## src/rtl/dbus_pkg.sv

```systemverilog
// Data bus peripheral package
// Bus widths, the one-hot region codes of the top address nibble, data memory
// geometry, cycle counter control codes and the structs that carry one bus
// cycle and one memory write between the blocks

`default_nettype none

package dbus_pkg;

    // ========================================================================
    // bus geometry
    // ========================================================================
    localparam int ADDR_W = 32;
    localparam int DATA_W = 32;
    localparam int STRB_W = DATA_W / 8;    // one strobe per byte lane

    // region nibble is addr[31:28], one bit per target
    localparam int         REGION_MSB   = 31;
    localparam logic [3:0] REGION_BTN   = 4'b1000;
    localparam logic [3:0] REGION_PERF  = 4'b0100;
    localparam logic [3:0] REGION_VIDEO = 4'b0010;   // no target here, accesses dropped
    localparam logic [3:0] REGION_DMEM  = 4'b0001;

    // ========================================================================
    // targets
    // ========================================================================
    localparam int DMEM_ENTRIES = 1024;
    localparam int DMEM_ADDR_W  = 10;      // word index from addr[11:2]

    localparam int BTN_W = 4;

    localparam int         CNT_W         = 64;
    localparam logic [1:0] CTRL_CLEAR    = 2'd0;
    localparam logic [1:0] CTRL_RUN      = 2'd1;   // 2 and 3 hold the count
    localparam logic [3:0] PERF_CTRL_OFS = 4'd0;

    // one request from the bus master, we and re are single-cycle strobes
    typedef struct packed {
        logic              we;
        logic              re;
        logic [ADDR_W-1:0] addr;
        logic [DATA_W-1:0] wdata;
        logic [STRB_W-1:0] wstrb;
    } dbus_req_t;

    // which target answers the pending read
    typedef enum logic [1:0] {
        RD_NONE,
        RD_BTN,
        RD_PERF,
        RD_DMEM
    } rd_src_t;

    // memory port, index also serves the read
    typedef struct packed {
        logic                   en;
        logic [DMEM_ADDR_W-1:0] index;
        logic [DATA_W-1:0]      wdata;
        logic [STRB_W-1:0]      wstrb;
    } mem_wr_t;

endpackage

`default_nettype wire

```

## src/rtl/cycle_counter.sv

```systemverilog
// Cycle counter
// 64-bit counter steered by a two-bit control register at offset 0 of the
// counter region. CLEAR holds it at zero, RUN adds one per clock, the other
// codes freeze it. The readout register samples one half every cycle,
// picked by address bit 2.

`timescale 1ns/1ps
`default_nettype none

module cycle_counter (
    input  wire                         w_clk,
    input  wire                         reset_i,
    input  wire                         we_i,
    input  wire  [3:0]                  ofs_i,
    input  wire  [1:0]                  wdata_i,
    output logic [dbus_pkg::DATA_W-1:0] rdata_o
);

    logic [1:0]                 ctrl_q;
    logic [dbus_pkg::CNT_W-1:0] cnt_q;
    logic [dbus_pkg::DATA_W-1:0] rdata_q;

    // ========================================================================
    // control and count
    // ========================================================================
    // the counter acts on the control value from before this edge, so a
    // new code takes effect one clock after its write
    always_ff @(posedge w_clk) begin
        if (reset_i) begin
            ctrl_q <= dbus_pkg::CTRL_CLEAR;
            cnt_q  <= '0;
        end else begin
            if (we_i && (ofs_i == dbus_pkg::PERF_CTRL_OFS)) begin
                ctrl_q <= wdata_i;
            end
            case (ctrl_q)
                dbus_pkg::CTRL_CLEAR: cnt_q <= '0;
                dbus_pkg::CTRL_RUN:   cnt_q <= cnt_q + 1;
                default:              cnt_q <= cnt_q;    // frozen
            endcase
        end
    end

    // ========================================================================
    // half-word readout
    // ========================================================================
    always_ff @(posedge w_clk) begin
        if (ofs_i[2]) begin
            rdata_q <= cnt_q[dbus_pkg::DATA_W-1:0];              // low half
        end else begin
            rdata_q <= cnt_q[dbus_pkg::CNT_W-1:dbus_pkg::DATA_W]; // high half
        end
    end

    assign rdata_o = rdata_q;

    assert property (@(posedge w_clk) disable iff (reset_i) !$isunknown(ctrl_q))
        else $error("cycle_counter: control register unknown");

endmodule

`default_nettype wire

```

## config.mk

```make
export PLATFORM = sky130hd
export DESIGN_NAME = cycle_counter
export DESIGN_NICKNAME = d
export VERILOG_FILES = /design/src/rtl/dbus_pkg.sv /design/src/rtl/cycle_counter.sv
export SDC_FILE = /design/constraint.sdc
export NUM_CORES = 1
export LEC_CHECK = 0
export BUFFER_PORTS_ARGS = -buffer_cell sky130_fd_sc_hd__clkbuf_2
export CAP_MARGIN = 20
export CORE_MARGIN = 2
export CORE_UTILIZATION = 40
export CTS_BUF_LIST = sky130_fd_sc_hd__clkbuf_4 sky130_fd_sc_hd__clkbuf_8 sky130_fd_sc_hd__clkbuf_16
export DETAILED_ROUTE_END_ITERATION = 16
export GPL_TIMING_DRIVEN = 1
export PLACE_DENSITY = 0.59
export SLEW_MARGIN = 20
export SYNTH_ARGS = -nofsm -noshare
export SYNTH_HDL_FRONTEND = slang
export SYNTH_SLANG_ARGS = --single-unit
export TNS_END_PERCENT = 20
```

## constraint.sdc

```tcl
create_clock -name w_clk -period 3.1 [get_ports w_clk]
set_input_delay 0.155 -clock w_clk [delete_from_list [all_inputs] [get_ports w_clk]]
set_output_delay 0.155 -clock w_clk [all_outputs]
set_load 0.01 [all_outputs]
```

* Word level (Yosys, flattened, before mapping)
Cells that the tools add are included.
Storage, ports and cells: input port bits 9, logic and storage cells 11, register bits after elaboration 98
Operators by class: reduce and logical (&&, ||, !) cells 4, $add $sub $neg 1, muxes and demuxes 2, equality and inequality tests 1
Operators with widths (count):
- $pmux 64 s2 | 1
- $add 64x1->64 const B | 1
- $mux 32 | 1
- $logic_not 4->1 | 1
- $eq 2x1->1 const B | 1
- $logic_not 2->1 | 1
- $reduce_bool 2->1 | 1
- $logic_and 1x1->1 | 1

* Longest topological paths before layout
depth after elaboration 2, mapped depth 8

* Worst setup path after synthesis
OpenSTA, ideal clock, no wires.
path kind flip-flop to flip-flop, start point register cnt_q[12] (netlist name), end point register cnt_q[42] (netlist name), buffers on the path 2, cell stages (with the launch flop) 8, data required time 3.030 ns, period minus slack after synthesis 2.355 ns, setup slack 0.745 ns, arrival time 2.285 ns, path through dfxtp_1 and4_1 or4b_1 buf_2 or4_1 buf_2 or3_1 a21oi_1
On the way: cells in the longest elaborated chain, start to end 2
Ends and longest elaborated chain:
- start: declaration | RTL line cycle_counter.sv:20 | logic [dbus_pkg::CNT_W-1:0] cnt_q;
- start signal: assignment | RTL line cycle_counter.sv:38 | dbus_pkg::CTRL_RUN: cnt_q <= cnt_q + 1;
- start signal: assignment | RTL line cycle_counter.sv:39 | default: cnt_q <= cnt_q;
- $add 64x1->64 | RTL line cycle_counter.sv:38
- $pmux 64 s2 | RTL line cycle_counter.sv:36 | case (ctrl_q)
Every way passes these cells. A chain may end at the register's enable or synchronous reset.

* Final worst setup path
start point register cnt_q[12] (netlist name), end point register cnt_q[54] (netlist name)
The elaborated chain is that of the path after synthesis.

==> impl_results.md <==
- Wire length on met1: 4430 um
- Critical-path top delay cell: nand4bb_1
- Max-Cap Viols: 0
- Hold_buf cts: 0
- Cts bufs inserted: 9
- Final WS setup: 0.428 ns
- Setup TNS after final layout: 0 ns
- Warnings, synthesis: 0
- Slowest cell delay on critical path: 0.62 ns
- Ys flop type: dfxtp_1
- Worst-Skew Late Latency: 0.38 ns
- Static leakage: 0.00148 uW
- Die H: 106 um
- P per Cell Area: 472 mW/mm^2
- Fin crit share: 0.862
- Fin nets: 502
- Peak supply drop: 0.213 mV
- Critical path endpoint category: flip-flop
- Share of cells above drive strength 1: 0.189
- Row count: 37
- Met2 WL: 4540 um
- DP Worst Slack: 0.434 ns
- Critical path, cell by cell: and4_1, or4b_1, nand4bb_1, or3_1, a21oi_1
- Hold Vio Cnt, Final: 0
- Critical path endpoint: cnt_q[54]
- Iter 0 DRT Violations: 217
- WP data required: 3.40 ns
- Xor/xnor share of the synthesized area: 0.0613
- Post-synthesis async set-or-reset flop share: 0
- Antenna diode count: 0
- Commonest cells after routing, fill and taps aside: dfxtp_1 (98), nor2_1 (44), clkbuf_2 (40)
- I/O Pins: 41
- Core Util, Final: 0.460
- Outcome: finished clean
- Main combinational cell family by area after synthesis: simple AND/OR/NAND/NOR gates
- Worst flop-to-flop path startpoint: cnt_q[12]
- Top Metal Used: met4
- Post-CTS setup buffer count: 0
- DR WL/cell: 15.0 um
- All-Layer GR Usage: 0.179
- FMAX: 374 MHz
- Gr ovfl total: 0
- Syn Nets: 471
- Reg2Reg Depth: 5
- Placed cell count: 617
- Most common cell after layout, fill and taps aside: dfxtp_1
- Sequential area share after synthesis: 0.473
- Buffer and inverter count on the worst path: 0
- CORE AREA: 0.0102 mm^2
- Number of flops mapped to enable cells by yosys: 0
- Mapped Cells: 461
- Area of the mapped netlist: 0.00414 mm^2
- Min cycle time layout: 2.67 ns
- Initial Utilization: 0.407
- First-pass iteration count of the detailed router: 5
- Layout Cells excl Fill: 633
- Vias in the first global route: 3191
- First-pass GRT wire length: 15800 um
- Final setup viols: 0
- Dpl hpwl: 6520 um
- Startpoint types: flip-flop
- Antenna violations before repair: 0
- Worst R2R End: cnt_q[54]
- Pin count of the biggest net entering global routing: 60
- Detail Route Antenna Nets: 0
- Critical path depth in cells: 5
- DIE AREA: 0.0112 mm^2
- Die Width: 106 um
- Synth Area in Compound Gates: 0.0990
- CP Class: flip-flop to flip-flop
- Simple-gate share of the synthesized area: 0.250
- Synth Area in Adders: 0.00302
- Syn Area/Cell: 8.99 um^2
- # fillers: 1039
- Via count: 3382
- Netlist cell types: 41
- RSZ-0062 raised after global routing: no
- Worst Hold Class: input port to flip-flop
- Clock Tree Root: clkbuf_8
- Input/output buffers: 40
- Placer Congestion: 0.814
- Met3 WL: 312 um
- Clock Skew: 0.0155 ns
- Clock sinks: 98
- Flop-to-flop setup slack: 0.43 ns
- PostCTS Resize Cnt: 0
- Worst Setup SP: cnt_q[12]
- Max clock buf depth: 2
- Pins over their slew limit: 0
- Residual DRC: 0
- Post-synthesis mux area share: 0.0809
- Worst Max-Slew Pin Slew: 0.965 ns
- Routed vias/inst: 5.34
- Rel. slew slack: 0.357
- Total power draw: 2210 uW
- CTS tree: yes
- CTS HTree Levels: 3
- Hold Startpoint: wdata_i[0]
- P&R area growth vs syn: 13.0%
- Clock-pin slew on the worst setup and hold paths: 0.09 ns
- Family with the most delay on the worst path: simple AND/OR/NAND/NOR gates
- Yosys reg bits: 98
- Final wirelength: 9490 um
- CP arrival: 2.97 ns
- Max FO, Critical Path: 17
[flip-flops by register name, indices dropped and copies added (netlist names)]
signal   flops
ctrl_q       2
rdata_o     32
cnt_q       64
[cell usage after synthesis, types with 3 or more instances]
cell | n | share of area
xnor2_1 | 15 | 0.032
mux2_2 | 28 | 0.076
nand2_1 | 28 | 0.025
inv_1 | 10 | 0.0091
and3_1 | 3 | 0.0045
nor3_1 | 9 | 0.011
nor4_1 | 14 | 0.021
or4_1 | 9 | 0.016
o21ai_0 | 30 | 0.036
nor2_1 | 44 | 0.040
dfxtp_1 | 98 | 0.47
nand3_1 | 15 | 0.018
or3_1 | 27 | 0.041
or2_2 | 3 | 0.0045
a21oi_1 | 34 | 0.041
clkbuf_1 | 18 | 0.016
nand4_1 | 27 | 0.041
o31ai_1 | 6 | 0.011
xor2_1 | 14 | 0.030
[layout make-up]
class                      count  area (um^2)  share of cell area
clock buffer                  11          145              0.0310
tap                          136          170              0.0363
timing repair buffer          44          230              0.0492
clock inverter                 5         77.6              0.0166
multi-input combinational    329         2060               0.440
sequential                    98         1960               0.419
inverter                      10         37.5             0.00801
[logic make-up after synthesis]
| family | Yosys count |
|---|---|
| and+or+nand+nor | 193 |
| buffers and inverters | 34 |
| xor gates and xnor gates | 29 |
| DFF | 98 |
| AOI/OAI and AO/OA | 76 |
| muxes | 30 |
| adders and majority gates | 1 |
[worst min-delay path by stage]
stage / to / slack (ns) / depth (start not counted)
after floorplan: ctrl_q[0] / 0.30 / 2
after global placement: ctrl_q[1] / 0.40 / 3
after detailed placement: ctrl_q[0] / 0.41 / 3
after CTS: ctrl_q[0] / 0.01 / 3
after global routing: ctrl_q[1] / 0.05 / 3
final: ctrl_q[0] / 0.02 / 3
[per-stage QoR]
step	hold WS [ns]	cell area (um^2)
3_5_place_dp	0.408	4460
3_3_place_gp	0.396	4460
4_1_cts	0.0143	4680
6_report	0.0220	4680
2_1_floorplan	0.302	4140
5_1_grt	0.0536	4680
[where the power goes]
part / switching, uW / internal, uW / total, uW
Combinational: 16.4 / 11.8 / 28.2
Sequential: 1.35 / 1260 / 1260
Clock: 438 / 483 / 920
[per-layer routing]
layer	GRT usage	vias to the layer above
li1	-	1713
met1	0.229	1597
met2	0.294	55
met4	0.0799	0
met5	0	-
met3	0.0315	17
[tightest hold or removal path, delay by kind of cell]
kind                   cells  cell delay [ns]
buffers and inverters      1             0.07
AND/OR/NAND/NOR            1             0.07
multiplexers               1             0.05
(Power assumes the default switching activity.)
