$ cat config.mk
export PLATFORM = sky130hd
export DESIGN_NAME = dbus_decode
export DESIGN_NICKNAME = d
export VERILOG_FILES = /design/src/rtl/dbus_pkg.sv /design/src/rtl/dbus_decode.sv
export SDC_FILE = /design/constraint.sdc
export NUM_CORES = 1
export LEC_CHECK = 0
export BUFFER_PORTS_ARGS = -buffer_cell sky130_fd_sc_hd__buf_2
export CAP_MARGIN = 20
export CORE_MARGIN = 5
export CORE_UTILIZATION = 21
export DETAILED_ROUTE_END_ITERATION = 6
export PLACE_DENSITY = 0.8
export RECOVER_POWER = 50
export SLEW_MARGIN = 20
export SYNTH_ARGS = -nofsm -noshare
export SYNTH_HDL_FRONTEND = slang
export SYNTH_SLANG_ARGS = --single-unit
$ cat constraint.sdc
create_clock -name w_clk -period 0.9 [get_ports w_clk]
set_clock_uncertainty 0.1 [all_clocks]
set_input_delay 0.18 -clock w_clk [delete_from_list [all_inputs] [get_ports w_clk]]
set_output_delay 0.18 -clock w_clk [all_outputs]
set_load 0.01 [all_outputs]
$ cat src/rtl/dbus_pkg.sv
// Data bus peripheral package
// Bus widths, the one-hot region codes of the top address nibble, data memory
// geometry, cycle counter control codes and the structs that carry one bus
// cycle and one memory write between the blocks

`default_nettype none

package dbus_pkg;

    // ========================================================================
    // bus geometry
    // ========================================================================
    localparam int ADDR_W = 32;
    localparam int DATA_W = 32;
    localparam int STRB_W = DATA_W / 8;    // one strobe per byte lane

    // region nibble is addr[31:28], one bit per target
    localparam int         REGION_MSB   = 31;
    localparam logic [3:0] REGION_BTN   = 4'b1000;
    localparam logic [3:0] REGION_PERF  = 4'b0100;
    localparam logic [3:0] REGION_VIDEO = 4'b0010;   // no target here, accesses dropped
    localparam logic [3:0] REGION_DMEM  = 4'b0001;

    // ========================================================================
    // targets
    // ========================================================================
    localparam int DMEM_ENTRIES = 1024;
    localparam int DMEM_ADDR_W  = 10;      // word index from addr[11:2]

    localparam int BTN_W = 4;

    localparam int         CNT_W         = 64;
    localparam logic [1:0] CTRL_CLEAR    = 2'd0;
    localparam logic [1:0] CTRL_RUN      = 2'd1;   // 2 and 3 hold the count
    localparam logic [3:0] PERF_CTRL_OFS = 4'd0;

    // one request from the bus master, we and re are single-cycle strobes
    typedef struct packed {
        logic              we;
        logic              re;
        logic [ADDR_W-1:0] addr;
        logic [DATA_W-1:0] wdata;
        logic [STRB_W-1:0] wstrb;
    } dbus_req_t;

    // which target answers the pending read
    typedef enum logic [1:0] {
        RD_NONE,
        RD_BTN,
        RD_PERF,
        RD_DMEM
    } rd_src_t;

    // memory port, index also serves the read
    typedef struct packed {
        logic                   en;
        logic [DMEM_ADDR_W-1:0] index;
        logic [DATA_W-1:0]      wdata;
        logic [STRB_W-1:0]      wstrb;
    } mem_wr_t;

endpackage

`default_nettype wire

$ cat src/rtl/dbus_decode.sv
// Data bus address decoder
// Splits one bus request into per-target strobes from the one-hot region
// nibble. Reads resolve buttons, then counter, then memory; writes reach
// every target whose bit is set. The read source is held in a register
// from each read strobe until the next one.

`timescale 1ns/1ps
`default_nettype none

module dbus_decode (
    input  wire                  w_clk,
    input  wire                  reset_i,
    input  wire dbus_pkg::dbus_req_t req_i,
    output dbus_pkg::mem_wr_t    mem_wr_o,
    output logic                 mem_re_o,
    output logic                 perf_we_o,
    output logic [3:0]           perf_ofs_o,
    output dbus_pkg::rd_src_t    rd_src_o
);

    logic [3:0]        region;
    logic              hit_btn;
    logic              hit_perf;
    logic              hit_dmem;
    dbus_pkg::rd_src_t rd_src_d;
    dbus_pkg::rd_src_t rd_src_q;

    assign region = req_i.addr[dbus_pkg::REGION_MSB -: 4];

    // buttons answer only when no other region bit is set
    assign hit_btn  = ((region & dbus_pkg::REGION_BTN) != 4'b0000) &&
                      ((region & (dbus_pkg::REGION_PERF | dbus_pkg::REGION_VIDEO |
                                  dbus_pkg::REGION_DMEM)) == 4'b0000);
    assign hit_perf = (region & dbus_pkg::REGION_PERF) != 4'b0000;
    assign hit_dmem = (region & dbus_pkg::REGION_DMEM) != 4'b0000;

    always_comb begin
        if (hit_btn) begin
            rd_src_d = dbus_pkg::RD_BTN;
        end else if (hit_perf) begin
            rd_src_d = dbus_pkg::RD_PERF;    // counter wins over memory
        end else if (hit_dmem) begin
            rd_src_d = dbus_pkg::RD_DMEM;
        end else begin
            rd_src_d = dbus_pkg::RD_NONE;    // video only or empty nibble
        end
    end

    // ========================================================================
    // target strobes
    // ========================================================================
    assign mem_wr_o.en    = req_i.we && hit_dmem;
    assign mem_wr_o.index = req_i.addr[dbus_pkg::DMEM_ADDR_W+1:2];   // upper bits alias
    assign mem_wr_o.wdata = req_i.wdata;
    assign mem_wr_o.wstrb = req_i.wstrb;
    assign mem_re_o       = req_i.re && (rd_src_d == dbus_pkg::RD_DMEM);

    assign perf_we_o  = req_i.we && hit_perf;
    assign perf_ofs_o = req_i.addr[3:0];

    // source of the word returned on the next cycle
    always_ff @(posedge w_clk) begin
        if (reset_i) begin
            rd_src_q <= dbus_pkg::RD_NONE;
        end else if (req_i.re) begin
            rd_src_q <= rd_src_d;
        end
    end

    assign rd_src_o = rd_src_q;

    // a bus cycle is either a read or a write
    assert property (@(posedge w_clk) disable iff (reset_i) !(req_i.we && req_i.re))
        else $error("dbus_decode: we and re high in the same cycle");

endmodule

`default_nettype wire

* Yosys cells after proc, flatten, opt, wreduce, memory -nomap -nowiden
Index checks and enable logic that the tools add are counted. Widths: inputs -> output; s select.
Storage, ports and cells: register bits after elaboration 2, input bits 72, output and inout port bits 55, word-level logic and storage cells 10
Cells by class: eq/ne operators 1, mux-type cells 3, reduce and logical (&&, ||, !) cells 5
Operators with widths (count):
- $mux 2 | 3
- $logic_and 1x1->1 | 4
- $logic_not 4->1 | 1
- $eq 2x2->1 const B | 1

* Logic depth before layout (Yosys ltp)
depth in word-level cells 5, gate-level depth with buffers 3, gate-level depth less buffers 3

* Worst setup path after synthesis
No wires, ideal clock.
kind register -> register, start point register rd_src_o[1] (netlist name), end point register rd_src_q[1] (netlist: rd_src_o[1]), library setup time 0.086 ns, arrival 0.573 ns, data required time 0.714 ns, path slack 0.142 ns, cell stages (with the launch flop) 3, path buffers 0, clock period less this slack 0.758 ns, cell sequence dfxtp_1 -> nor2_1 -> a211oi_1
RTL lines:
- end signal, assigned | RTL line dbus_decode.sv:64 | rd_src_q <= dbus_pkg::RD_NONE;
- end signal, assigned | RTL line dbus_decode.sv:66 | rd_src_q <= rd_src_d;
- end, declared | RTL line dbus_decode.sv:26 | dbus_pkg::rd_src_t rd_src_q;

* Worst setup path after layout
start point register rd_src_q[0] (netlist: rd_src_o[0]), end point output rd_src_o[0]
RTL lines:
- end, declared | RTL line dbus_decode.sv:18 | output dbus_pkg::rd_src_t rd_src_o
No word-level cell between the ends.

==> flow_summary_export.csv <==
group,metric,value,unit
critical_path,path_delay_family,"flip-flops",
clock_tree,cts_tree,"built",
synthesis,yosysUniqueCellTypes,11,
die,initial_utilization,22.2,%
detailed_routing,drc,0,
clock_tree,cts-root-buf,"clkbuf_4",
clock_tree,clk_pin_slew,0.03,ns
critical_path,cp-startpoint,"rd_src_o[0]$_SDFFE_PP0P_",
grt,grt_pass1_wl,952,µm
detailed_routing,first_pass_iters,4,
status,failed_checks,"negative setup slack",
placement,gp_congestion,0.775,
sta,period_needed,0.926,ns
synthesis,muxShareOfSynthArea,0,%
critical_path,endpoint_kind,"primary output",
cells_and_area,area_growth,-46.4,%
synthesis,synthSimpleGateAreaFrac,10.2,%
power_and_ir_drop,power_frac_clock,52.9,%
min_path,hold_class,"in -> reg",
critical_path,critPathBufInv,1,
power_and_ir_drop,p_leak,0.122,nW
critical_path,reg2reg_from,"rd_src_o[1]$_SDFFE_PP0P_",
sta,slew_headroom,87.4,%
sta,drv_slew,0,
die,fp.coreArea,2210,µm²
synthesis,synth_compound_area_share,5.10,%
cells_and_area,stdcell_area,263,µm²
clock_tree,cts_hold_buf,0,
critical_path,critPathSlowestCell,"dfxtp_2",
sta,post-route-period-util,103,%
die,die_w,58.3,µm
placement,post-place-ws,0.0463,ns
detailed_routing,drt-total-wl,736,µm
sta,setup_violations,2,
sta,final.setup.worst_slack,-0.0264,ns
clock_tree,cts_buffers,3,
die,dieArea,3400,µm²
placement,port_buffers,12,
synthesis,synth-seq-cells,2,
die,die-height,58.3,µm
grt,grt_start_max_net_pins,6,
power_and_ir_drop,internal_power,0.286,mW
sta,setup_tns,-0.0506,ns
sta,holdWs,0.0399,ns
clock_tree,clockBufferDepth,2,
critical_path,crit_path_max_incr_delay,0.31,ns
sta,hold_viol_final,0,
power_and_ir_drop,p_comb_share,20.2,%
grt,globalRouteOverflowTotal,0,
critical_path,path_max_fanout,2,
synthesis,synth_area,490,µm²
synthesis,yosysTopAreaCell,"buf_4",
cells_and_area,largest_reg_flops,2,
clock_tree,cts_num_sinks,2,
power_and_ir_drop,netSwitchingFraction,23.0,%
cells_and_area,num_antenna_cells,0,
cells_and_area,final_layout_size_suffix_gt1_share,71.0,%
die,num_rows,17,
critical_path,crit_type,"reg -> out",
status,status,"finished with violations",
critical_path,worst_ep_arrival_time,0.65,ns
power_and_ir_drop,cellPowerDensity,1410,nW/µm²
synthesis,ys_warn_count,0,
detailed_routing,drtIter0Drc,2,
detailed_routing,routedWlPerCell,12.5,µm
sta,fmaxAchievable,1080,MHz
synthesis,synth_top_family_by_area,"buffers and inverters",
clock_tree,h-tree-depth,1,
grt,grt_pass1_vias,238,
grt,track_usage,4.03,%
detailed_routing,ant_nets,0,
power_and_ir_drop,switchingPower,0.0853,mW
cells_and_area,fill_cells,254,
synthesis,syn_area_per_cell,7.66,µm²
min_path,hold_start,"reset_i",
critical_path,worstPathRequired,0.62,ns
detailed_routing,routed-via-count,224,
synthesis,ys_seq_area_share,8.16,%
synthesis,syn_nets,136,
cells_and_area,nets,105,
critical_path,path_cells,"buf_6",
synthesis,synth_fa_ha_area_share,0,%
synthesis,synth_top_area_share,76.5,%
detailed_routing,drt-vias-per-instance,3.80,
grt,antenna_found_initial,0,
sta,max_slew.worst_pin.slew,0.189,ns
critical_path,start_kind,"register",
synthesis,synth_xor_area_share,0,%
sta,grt_setup_unrepaired,"true",
run,cap_violations,0,
synthesis,yosys-top-cells-area,"buf_4 (77%), dfxtp_1 (8.2%), and2_1 (2.6%)",
power_and_ir_drop,seq_power_share,26.9,%
die,ioPinCount,127,
clock_tree,insertion_delay,0.22,ns
placement,postPlaceCellArea,210,µm²
synthesis,synthCells,64,
power_and_ir_drop,vdd_ir_drop_max,0.000270,V
cell usage after synthesis:
| library cell | count |
|---|---|
| dfxtp_1 | 2 |
| nor2b_1 | 1 |
| a211oi_1 | 1 |
| buf_4 | 50 |
| o21ai_2 | 1 |
| and2_1 | 2 |
| nor2_1 | 3 |
| a21oi_2 | 1 |
| nand2_1 | 1 |
| nand2b_2 | 1 |
| and2b_1 | 1 |
logic make-up after synthesis:
family	after synthesis
AOI/OAI and AO/OA	3
buffers and inverters	50
DFF	2
and+or+nand+nor	9
power by group through the flow:
stage               combinational (mW)  sequential (mW)  clock, mW
global placement                0.0585           0.0986          0
global route                    0.0795            0.101      0.216
detailed placement              0.0618           0.0990          0
CTS                             0.0710           0.0999      0.208
finish                          0.0751           0.0997      0.196
floorplan                        0.252            0.102          0
per-stage QoR:
| step | total power [mW] | cells | util [%] |
|---|---|---|---|
| 2_1_floorplan | 0.353 | 64 | - |
| 3_3_place_gp | 0.157 | 54 | 9.50 |
| 3_5_place_dp | 0.161 | 54 | 9.50 |
| 4_1_cts | 0.379 | 58 | 11.5 |
| 5_1_grt | 0.396 | 59 | 11.9 |
| 6_report | 0.371 | 59 | 11.9 |
final timing paths:
kind                               to  slack [ns]  cells past startpoint
min          rd_src_o[0]$_SDFFE_PP0P_        0.04                      2
max reg2reg  rd_src_o[1]$_SDFFE_PP0P_        0.05                      3
min reg2reg  rd_src_o[0]$_SDFFE_PP0P_        0.49                      3
max                       rd_src_o[0]       -0.03                      1
layer usage:
layer | global-route usage (%) | vias up | wire (µm)
met1 | 1.18 | 95 | 143
met5 | 0 | - | 0
li1 | - | 81 | -
met2 | 4.63 | 30 | 294
met4 | 12.6 | 0 | 102
met3 | 2.85 | 18 | 195
layout make-up:
type	instances	area [µm²]	area share (%)
Sequential cell	2	42.5	16.2
Tap cell	28	35.0	13.3
Multi-Input combinational cell	12	75.1	28.6
Clock buffer	3	22.5	8.57
Timing Repair Buffer	14	87.6	33.3
cells in the final DEF (no fill, tap or decap):
cell type and count:
dfxtp_2 2, nor2b_1 1, clkbuf_4 3, buf_2 10
a211oi_1 1, and2b_1 1, nand2b_2 1, and2_1 2
buf_4 2, a21oi_2 1, nor2_1 3, nand2_1 1
buf_6 2, o21ai_2 1
what timing repair did:
| item | CTS | global route |
|---|---|---|
| setup endpoints to repair | 2 | 2 |
| resized for setup | 4 | 0 |
| setup buffers | 1 | 1 |
No activity file was read; power rests on OpenSTA's default activity.
