$ cat src/rtl/dbus_pkg.sv
// Data bus peripheral package
// Bus widths, the one-hot region codes of the top address nibble, data memory
// geometry, cycle counter control codes and the structs that carry one bus
// cycle and one memory write between the blocks

`default_nettype none

package dbus_pkg;

    // ========================================================================
    // bus geometry
    // ========================================================================
    localparam int ADDR_W = 32;
    localparam int DATA_W = 32;
    localparam int STRB_W = DATA_W / 8;    // one strobe per byte lane

    // region nibble is addr[31:28], one bit per target
    localparam int         REGION_MSB   = 31;
    localparam logic [3:0] REGION_BTN   = 4'b1000;
    localparam logic [3:0] REGION_PERF  = 4'b0100;
    localparam logic [3:0] REGION_VIDEO = 4'b0010;   // no target here, accesses dropped
    localparam logic [3:0] REGION_DMEM  = 4'b0001;

    // ========================================================================
    // targets
    // ========================================================================
    localparam int DMEM_ENTRIES = 1024;
    localparam int DMEM_ADDR_W  = 10;      // word index from addr[11:2]

    localparam int BTN_W = 4;

    localparam int         CNT_W         = 64;
    localparam logic [1:0] CTRL_CLEAR    = 2'd0;
    localparam logic [1:0] CTRL_RUN      = 2'd1;   // 2 and 3 hold the count
    localparam logic [3:0] PERF_CTRL_OFS = 4'd0;

    // one request from the bus master, we and re are single-cycle strobes
    typedef struct packed {
        logic              we;
        logic              re;
        logic [ADDR_W-1:0] addr;
        logic [DATA_W-1:0] wdata;
        logic [STRB_W-1:0] wstrb;
    } dbus_req_t;

    // which target answers the pending read
    typedef enum logic [1:0] {
        RD_NONE,
        RD_BTN,
        RD_PERF,
        RD_DMEM
    } rd_src_t;

    // memory port, index also serves the read
    typedef struct packed {
        logic                   en;
        logic [DMEM_ADDR_W-1:0] index;
        logic [DATA_W-1:0]      wdata;
        logic [STRB_W-1:0]      wstrb;
    } mem_wr_t;

endpackage

`default_nettype wire

$ cat src/rtl/dbus_read_mux.sv
// Read data return
// Samples the push buttons and picks the word handed back to the bus
// master from the read source held by the decoder. All sources present
// data registered at the edge of the read strobe.

`timescale 1ns/1ps
`default_nettype none

module dbus_read_mux (
    input  wire                         w_clk,
    input  wire                         reset_i,
    input  wire  [dbus_pkg::BTN_W-1:0]  btn_i,
    input  wire dbus_pkg::rd_src_t      rd_src_i,
    input  wire  [dbus_pkg::DATA_W-1:0] perf_rdata_i,
    input  wire  [dbus_pkg::DATA_W-1:0] mem_rdata_i,
    output logic [dbus_pkg::DATA_W-1:0] rdata_o
);

    logic [dbus_pkg::BTN_W-1:0] btn_q;     // sampled button levels
    logic [dbus_pkg::BTN_W-1:0] btn_rd_q;  // value seen by a read at this edge

    // ========================================================================
    // button register
    // ========================================================================
    // btn_i is asynchronous, the first stage takes it into w_clk
    always_ff @(posedge w_clk) begin
        if (reset_i) begin
            btn_q <= '0;
        end else begin
            btn_q <= btn_i;
        end
    end

    // second stage lines the button value up with the counter readout
    // and the memory word, both captured at the strobe edge
    always_ff @(posedge w_clk) begin
        if (reset_i) begin
            btn_rd_q <= '0;
        end else begin
            btn_rd_q <= btn_q;
        end
    end

    // ========================================================================
    // return select
    // ========================================================================
    always_comb begin
        case (rd_src_i)
            dbus_pkg::RD_BTN: begin
                rdata_o = {{(dbus_pkg::DATA_W-dbus_pkg::BTN_W){1'b0}}, btn_rd_q};
            end
            dbus_pkg::RD_PERF: begin
                rdata_o = perf_rdata_i;
            end
            dbus_pkg::RD_DMEM: begin
                rdata_o = mem_rdata_i;
            end
            default: begin
                rdata_o = '0;     // no target behind the address
            end
        endcase
    end

endmodule

`default_nettype wire

$ cat config.mk
export PLATFORM = sky130hd
export DESIGN_NAME = dbus_read_mux
export DESIGN_NICKNAME = d
export VERILOG_FILES = /design/src/rtl/dbus_pkg.sv /design/src/rtl/dbus_read_mux.sv
export SDC_FILE = /design/constraint.sdc
export NUM_CORES = 1
export LEC_CHECK = 0
export ABC_CLOCK_PERIOD_IN_PS = 800
export BUFFER_PORTS_ARGS = -buffer_cell sky130_fd_sc_hd__buf_4
export CELL_PAD_IN_SITES_DETAIL_PLACEMENT = 1
export CELL_PAD_IN_SITES_GLOBAL_PLACEMENT = 2
export CORE_MARGIN = 8
export CORE_UTILIZATION = 13
export DETAILED_ROUTE_END_ITERATION = 10
export PLACE_DENSITY = 0.77
export REMOVE_ABC_BUFFERS = 1
export SETUP_SLACK_MARGIN = 0.3
export SYNTH_ARGS = -nofsm -noshare
export SYNTH_HDL_FRONTEND = slang
export SYNTH_SLANG_ARGS = --single-unit
$ cat constraint.sdc
create_clock -name w_clk -period 0.8 [get_ports w_clk]
set_input_delay 0.04 -clock w_clk [delete_from_list [all_inputs] [get_ports w_clk]]
set_output_delay 0.04 -clock w_clk [all_outputs]
set_load 0.01 [all_outputs]
After elaboration in Yosys (flattened, before gate mapping) --
Index checks and enable logic that the tools add are counted.
Word-level totals: output and inout bits 32, logic and storage cells 6, flip-flop bits (word level) 8
Cells by class: multiplexer cells 1, equality and inequality tests 3
Operators with widths (number):
- one-hot mux 32 bit (3 select lines) | 1
- equality test 2 bit, second input constant | 2
- equality test 2 x 1 -> 1 bit, second input constant | 1

Depth between registers and ports, before layout --
Gate-level depths: netlist of the first run.
depth in word-level cells 2, depth in mapped cells 4

Worst setup path before layout of the first run --
OpenSTA, ideal clock, no wires.
path type reg2out, from register btn_rd_q[3] in the netlist's numbering, to output rdata_o[3] in the netlist's numbering, data required time 0.760 ns, path buffers 0, stages on the path, launching flop included 3, arrival time 0.784 ns, setup slack -0.024 ns, path through dfxtp_1 mux2_4 a22o_1
On the way: longest elaborated chain between the ends 1
RTL lines:
- start: declaration | line dbus_read_mux.sv:20 | logic [dbus_pkg::BTN_W-1:0] btn_rd_q;
- start signal: assignment | line dbus_read_mux.sv:40 | btn_rd_q <= btn_q;
- one-hot mux 32 bit (3 select lines) | line dbus_read_mux.sv:48 | case (rd_src_i)
- end: declaration | line dbus_read_mux.sv:16 | output logic [dbus_pkg::DATA_W-1:0] rdata_o
Every way passes these cells.

Final worst setup path of the first run --
Same ends and word-level chain as after synthesis.

==> metrics, run 1 <==
RSZ-0062 raised after global routing true; total grt overflow 0; Yosys reg bits 8; combinational power share 0.507; status finished, violations left; Worst Skew 0.0737 ps; HPWL after DPL 3.23 mm; synthesized area between 800 and 900 µm²; io pins approximately 100; DRT Wirelength 4.17 mm; Netlist cell types 9; most frequent cells in the layout buf_4, nor2b_1, mux2i_1, dfxtp_1; critical path peak fanout 1; yosys synthesis warning count 0; Worst Path Arrival 1110 ps; top cells by area, synth mux2i_1, nor2b_1, dfxtp_1; die boundary height 95.5 µm; layout cells sized above 1 0.615; failing checks negative setup slack; gp weighted congestion 0.688; final setup vio count 4; n_diodes 0; clock network fraction of total power 0.259; largest net degree at the start of global routing 15; NetSw between 0.4 and 0.5 mW; Final Power 1.81 mW; fin util 0.306; Cells after DPL 265; sequential share of power 0.234; core box area 6240 µm²; final worst slack -349 ps; clk_lat worst skew 220 ps; post-synthesis sequential area ratio 0.195; fmax 871 MHz; Yosys top cell by area mux2i_1; PwrDens between 900 and 1000 nW/µm²; die area 9110 µm²; row count 29; global-route wire length before repair 5.92 mm; area grow syn2layout 132%; crit share post-route 1.44; H-tree level count 1; Via density 3.83; final std cells w/o fill 272; final hold vios 0; Crit path required time around 760 ps; top cell type's share of synthesized area 0.341; max_cap viols 0; Post-CTS Setup Repair Bufs 0; initial antenna violation count 0; Vias 1042; total clock sinks 8; Fill cells about 740; fin crit period 1150 ps; total CTS buffers 3; Hold-fix buffers, CTS 0; crit end category output port; Clock Tree Root clkbuf_8; Avg Inst Size Synth 9.33 µm²; Int Power 1.35 mW; P_leak ~1 nW; Setup CP Type reg2out; Nets 269; VDD IR max 663 µV; min-delay worst type in2reg; antenna viol nets, final 0; Setup WS pre-CTS -147 ps; 1st-pass router iterations 3; CTS tree yes; vias in the first global route 1130; Port Buf Inserts slightly above 100; gr usage total 0.0833; Starting Density 0.132; initial drt markers 7; most common cell after layout, fill and taps aside buf_4; deepest clock path buffer count 2; sw frac 0.255; number of remaining DRC errors 0; max-slew violation count 0; Max-Slew Margin vs Limit 0.909; Worst-Margin Slew 133 ps; wire per inst 15.3 µm; Worst-path clk slew about 40 ps; Worst Setup Start Kind register; Cells after Synth roughly 90; Die W 95.5 µm
[per-layer routing]
layer,vias up,share of wire,GRT usage
li1,515,-,-
met1,472,0.36,0.0831
met2,53,0.52,0.159
met3,2,0.12,0.0315
met4,0,0.0036,0.0192
met5,-,0,0
[what timing repair did]
item	in CTS	in global routing
pin swaps	3	2
setup endpoints to repair	36	36
resized for setup	20	3
cloned	4	0
[area by class of cell]
cell class / instances / area (µm²) / share of cell area
repair buffers: 111 / 993 / 0.521
multi-input cells: 73 / 616 / 0.323
flip-flops and latches: 8 / 160 / 0.0840
well taps: 77 / 96.3 / 0.0505
clock buffers: 3 / 41.3 / 0.0217
[path summary, 6_finish.rpt]
| path | startpoint | to | slack, ps | cells past startpoint |
|---|---|---|---|---|
| setup reg to reg | btn_q[1]$_SDFF_PP0_ | btn_rd_q[1]$_SDFF_PP0_ | 290 | 1 |
| setup / recovery | btn_rd_q[3]$_SDFF_PP0_ | rdata_o[3] | -350 | 3 |
| hold / removal | btn_i[2] | btn_q[2]$_SDFF_PP0_ | 20 | 2 |
| hold reg to reg | btn_q[3]$_SDFF_PP0_ | btn_rd_q[3]$_SDFF_PP0_ | 430 | 1 |
[cells by family after synthesis]
kind of cell	synth area share
AOI/OAI and AO/OA	0.0427
muxes	0.401
and+or+nand+nor	0.284
buffers and inverters	0.0777
DFF	0.195
[cell usage after synthesis]
cell type,n
buf_6,3
a22o_1,4
mux2_4,1
mux2i_1,28
and2b_1,1
nor2b_1,36
mux2_2,3
buf_4,4
dfxtp_1,8
[per-stage QoR]
step | hold WS, ps | area, µm² | setup TNS [ps]
2_1_floorplan | 112 | 757 | -24.4
3_3_place_gp | 249 | 1670 | -842
3_5_place_dp | 257 | 1670 | -1170
4_1_cts | 20.2 | 1900 | -1620
5_1_grt | 29.1 | 1910 | -2090
6_report | 24.9 | 1910 | -1320
[flip-flops by register name (all words and copies together), names as in the netlist]
name and cells:
btn_rd_q 4, btn_q 4
[worst max-delay path, cell delays in order (launching register included)]
cell and delay (ps):
dfxtp_1 290, mux2_4 260, a22o_1 220, buf_6 120
[power by group through the flow]
| stage | Clock, mW | Sequential, mW | Combinational [mW] |
|---|---|---|---|
| floorplan | 0 | 0.428 | 0.261 |
| global placement | 0 | 0.429 | 0.794 |
| detailed placement | 0 | 0.430 | 0.805 |
| CTS | 0.493 | 0.423 | 0.934 |
| global route | 0.509 | 0.425 | 0.989 |
| finish | 0.470 | 0.424 | 0.920 |
Power figures use the tool's default switching activity.
==> inputs of run 2 (changes only) <==
--- a/config.mk
+++ b/config.mk
@@ -12,8 +12,7 @@
 export CORE_MARGIN = 8
 export CORE_UTILIZATION = 13
 export DETAILED_ROUTE_END_ITERATION = 10
-export PLACE_DENSITY = 0.77
-export REMOVE_ABC_BUFFERS = 1
+export PLACE_DENSITY_LB_ADDON = 0.1
 export SETUP_SLACK_MARGIN = 0.3
 export SYNTH_ARGS = -nofsm -noshare
 export SYNTH_HDL_FRONTEND = slang
==> run 2 against run 1 <==
  * The flow still finishes with violations (negative setup slack)
  * Non-clock buffer count up 4
  * Die area unchanged
  * Sequential power is essentially flat
  * Combinational power rose by 2%
  * Utilization grew 0.42 points
  * Register-to-register slack barely moved
  * Clock power about the same
  * First-iteration DRC count is 86% higher
  * Sequential cell count is the same
  * Clock-buffer cell count is the same
  * Via count is 1.1% higher
  * Largest cell class unchanged
  * Highest routed layer unchanged
==> metrics, run 2 (same netlist as run 1, synthesis figures left out) <==
deepest clock path buffer count 2 (unchanged); CP Cell Sequence mux2_4 -> a22o_1 -> buf_6 (unchanged); Nets 273 (was 269); RSZ-0062 raised after global routing true (unchanged); critical path peak fanout 1 (unchanged); Setup CP Type reg2out (unchanged); Int Power 1.36 mW (was 1.35 mW); most frequent cells in the layout buf_4, nor2b_1, mux2i_1, dfxtp_1, buf_6 (was buf_4, nor2b_1, mux2i_1, dfxtp_1); n_diodes 0 (unchanged); largest net degree at the start of global routing 19 (was 15); Clock Tree Root clkbuf_8 (unchanged); sw frac 0.257 (was 0.255); Die W 95.5 µm (unchanged); Hold-fix buffers, CTS 0 (unchanged); area grow syn2layout 136% (was 132%); HPWL after DPL 3.60 mm (was 3.23 mm); Cells after DPL 266 (was 265); final std cells w/o fill 276 (was 272); antenna viol nets, final 0 (unchanged); most common cell after layout, fill and taps aside buf_4 (unchanged); die area 9110 µm² (unchanged); Vias 1053 (was 1042); min-delay worst type in2reg (unchanged); total CTS buffers 3 (unchanged); top flop regs btn_q x4, btn_rd_q x4 (unchanged); wire per inst 15.9 µm (was 15.3 µm); PwrDens 946 nW/µm² (was 951 nW/µm²); CP peak stage delay 290 ps (about the same); footprint of the multi-input gates 608 µm² (was 616 µm²); fin area 1930 µm² (was 1910 µm²); die boundary height 95.5 µm (unchanged); Fill cells 726 (was 735); Via density 3.82 (was 3.83); sequential share of power 0.231 (was 0.234); CP Buf/Inv Count 1 (unchanged); CP top delay family flip-flops (unchanged); clock network fraction of total power 0.257 (was 0.259); Worst-path clk slew 40 ps (about the same); final hold vios 0 (unchanged); total grt overflow 0 (unchanged); VDD IR max 897 µV (was 663 µV); Max-Slew Margin vs Limit 0.907 (was 0.909); global-route wire length before repair 6.15 mm (was 5.92 mm); 1st-pass router iterations 3 (unchanged); clk_lat worst skew 220 ps (about the same); row count 29 (unchanged); Setup WS pre-CTS -142 ps (was -147 ps); fmax 859 MHz (was 871 MHz); final hold slack 35.4 ps (was 24.9 ps); number of remaining DRC errors 0 (unchanged); initial drt markers 13 (was 7); io pins 104 (unchanged); Worst Setup Start Kind register (unchanged); syn nets 160; fin crit period 1160 ps (was 1150 ps); final setup vio count 19 (was 4); Worst Skew 0.134 ps (was 0.0737 ps); Worst Path Arrival 1120 ps (was 1110 ps); fin util 0.310 (was 0.306); initial antenna violation count 0 (unchanged); DRT Wirelength 4.39 mm (was 4.17 mm); NetSw 0.470 mW (was 0.463 mW); crit end category output port (unchanged); H-tree level count 1 (unchanged); Crit path required time 760 ps (about the same); max_cap viols 0 (unchanged); vias in the first global route 1147 (was 1130); crit share post-route 1.45 (was 1.44); CTS tree yes (unchanged); failing checks negative setup slack (unchanged); total clock sinks 8 (unchanged); core box area 6240 µm² (unchanged); gr usage total 0.0873 (was 0.0833); Worst-Margin Slew 136 ps (was 133 ps); combinational power share 0.512 (was 0.507); final worst slack -364 ps (was -349 ps); slowest CP cell dfxtp_1 (unchanged); P_leak 1.01 nW (was 0.990 nW); gp weighted congestion 0.678 (was 0.688); Register Area 160 µm² (unchanged); Post-DP Area 1680 µm² (was 1670 µm²); Starting Density 0.132 (unchanged); layout cells sized above 1 0.613 (was 0.615); max-slew violation count 0 (unchanged); status finished, violations left (unchanged); Port Buf Inserts 103 (unchanged)
run 2: path summary, 6_finish.rpt:
| check | from | end | slack [ps] | cells past startpoint |
|---|---|---|---|---|
| max | btn_rd_q[3]$_SDFF_PP0_ | rdata_o[3] | -360 | 3 |
| min reg2reg | btn_q[3]$_SDFF_PP0_ | btn_rd_q[3]$_SDFF_PP0_ | 440 | 1 |
| max reg2reg | btn_q[0]$_SDFF_PP0_ | btn_rd_q[0]$_SDFF_PP0_ | 300 | 1 |
| min | btn_i[1] | btn_q[1]$_SDFF_PP0_ | 40 | 2 |
run 2: power groups by stage:
| stage | Sequential, mW | Clock [mW] | Combinational (mW) |
|---|---|---|---|
| floorplan | 0.428 | 0 | 0.345 |
| finish | 0.423 | 0.469 | 0.936 |
| CTS | 0.423 | 0.486 | 0.940 |
| detailed placement | 0.430 | 0 | 0.816 |
| global placement | 0.429 | 0 | 0.801 |
| global route | 0.424 | 0.502 | 1.01 |
run 2: per-stage QoR:
step / TNS (ps) / total power, mW
floorplan: -3.31 / 0.774
global placement: -383 / 1.23
detailed placement: -646 / 1.25
CTS: -1650 / 1.85
global route: -2470 / 1.93
finish: -1500 / 1.83
run 2: repair_timing:
| action | CTS | global route |
|---|---|---|
| setup endpoints to repair | 36 | 36 |
| pin swaps | 3 | 3 |
| gates resized for setup | 19 | 1 |
| gates cloned | 3 | 0 |
| setup buffers | 2 | 2 |
run 2: area by class of cell:
| type | instances | area share |
|---|---|---|
| clock buffers | 3 | 0.0214 |
| multi-input cells | 73 | 0.315 |
| flip-flops and latches | 8 | 0.0828 |
| well taps | 77 | 0.0498 |
| repair buffers | 115 | 0.531 |
run 2: routing by layer:
layer | global-route usage | part of all wire | vias up
li1 | - | - | 525
met1 | 0.0849 | 0.34 | 474
met2 | 0.178 | 0.56 | 52
met3 | 0.0220 | 0.091 | 2
met4 | 0.0192 | 0.0032 | 0
met5 | 0 | 0 | -
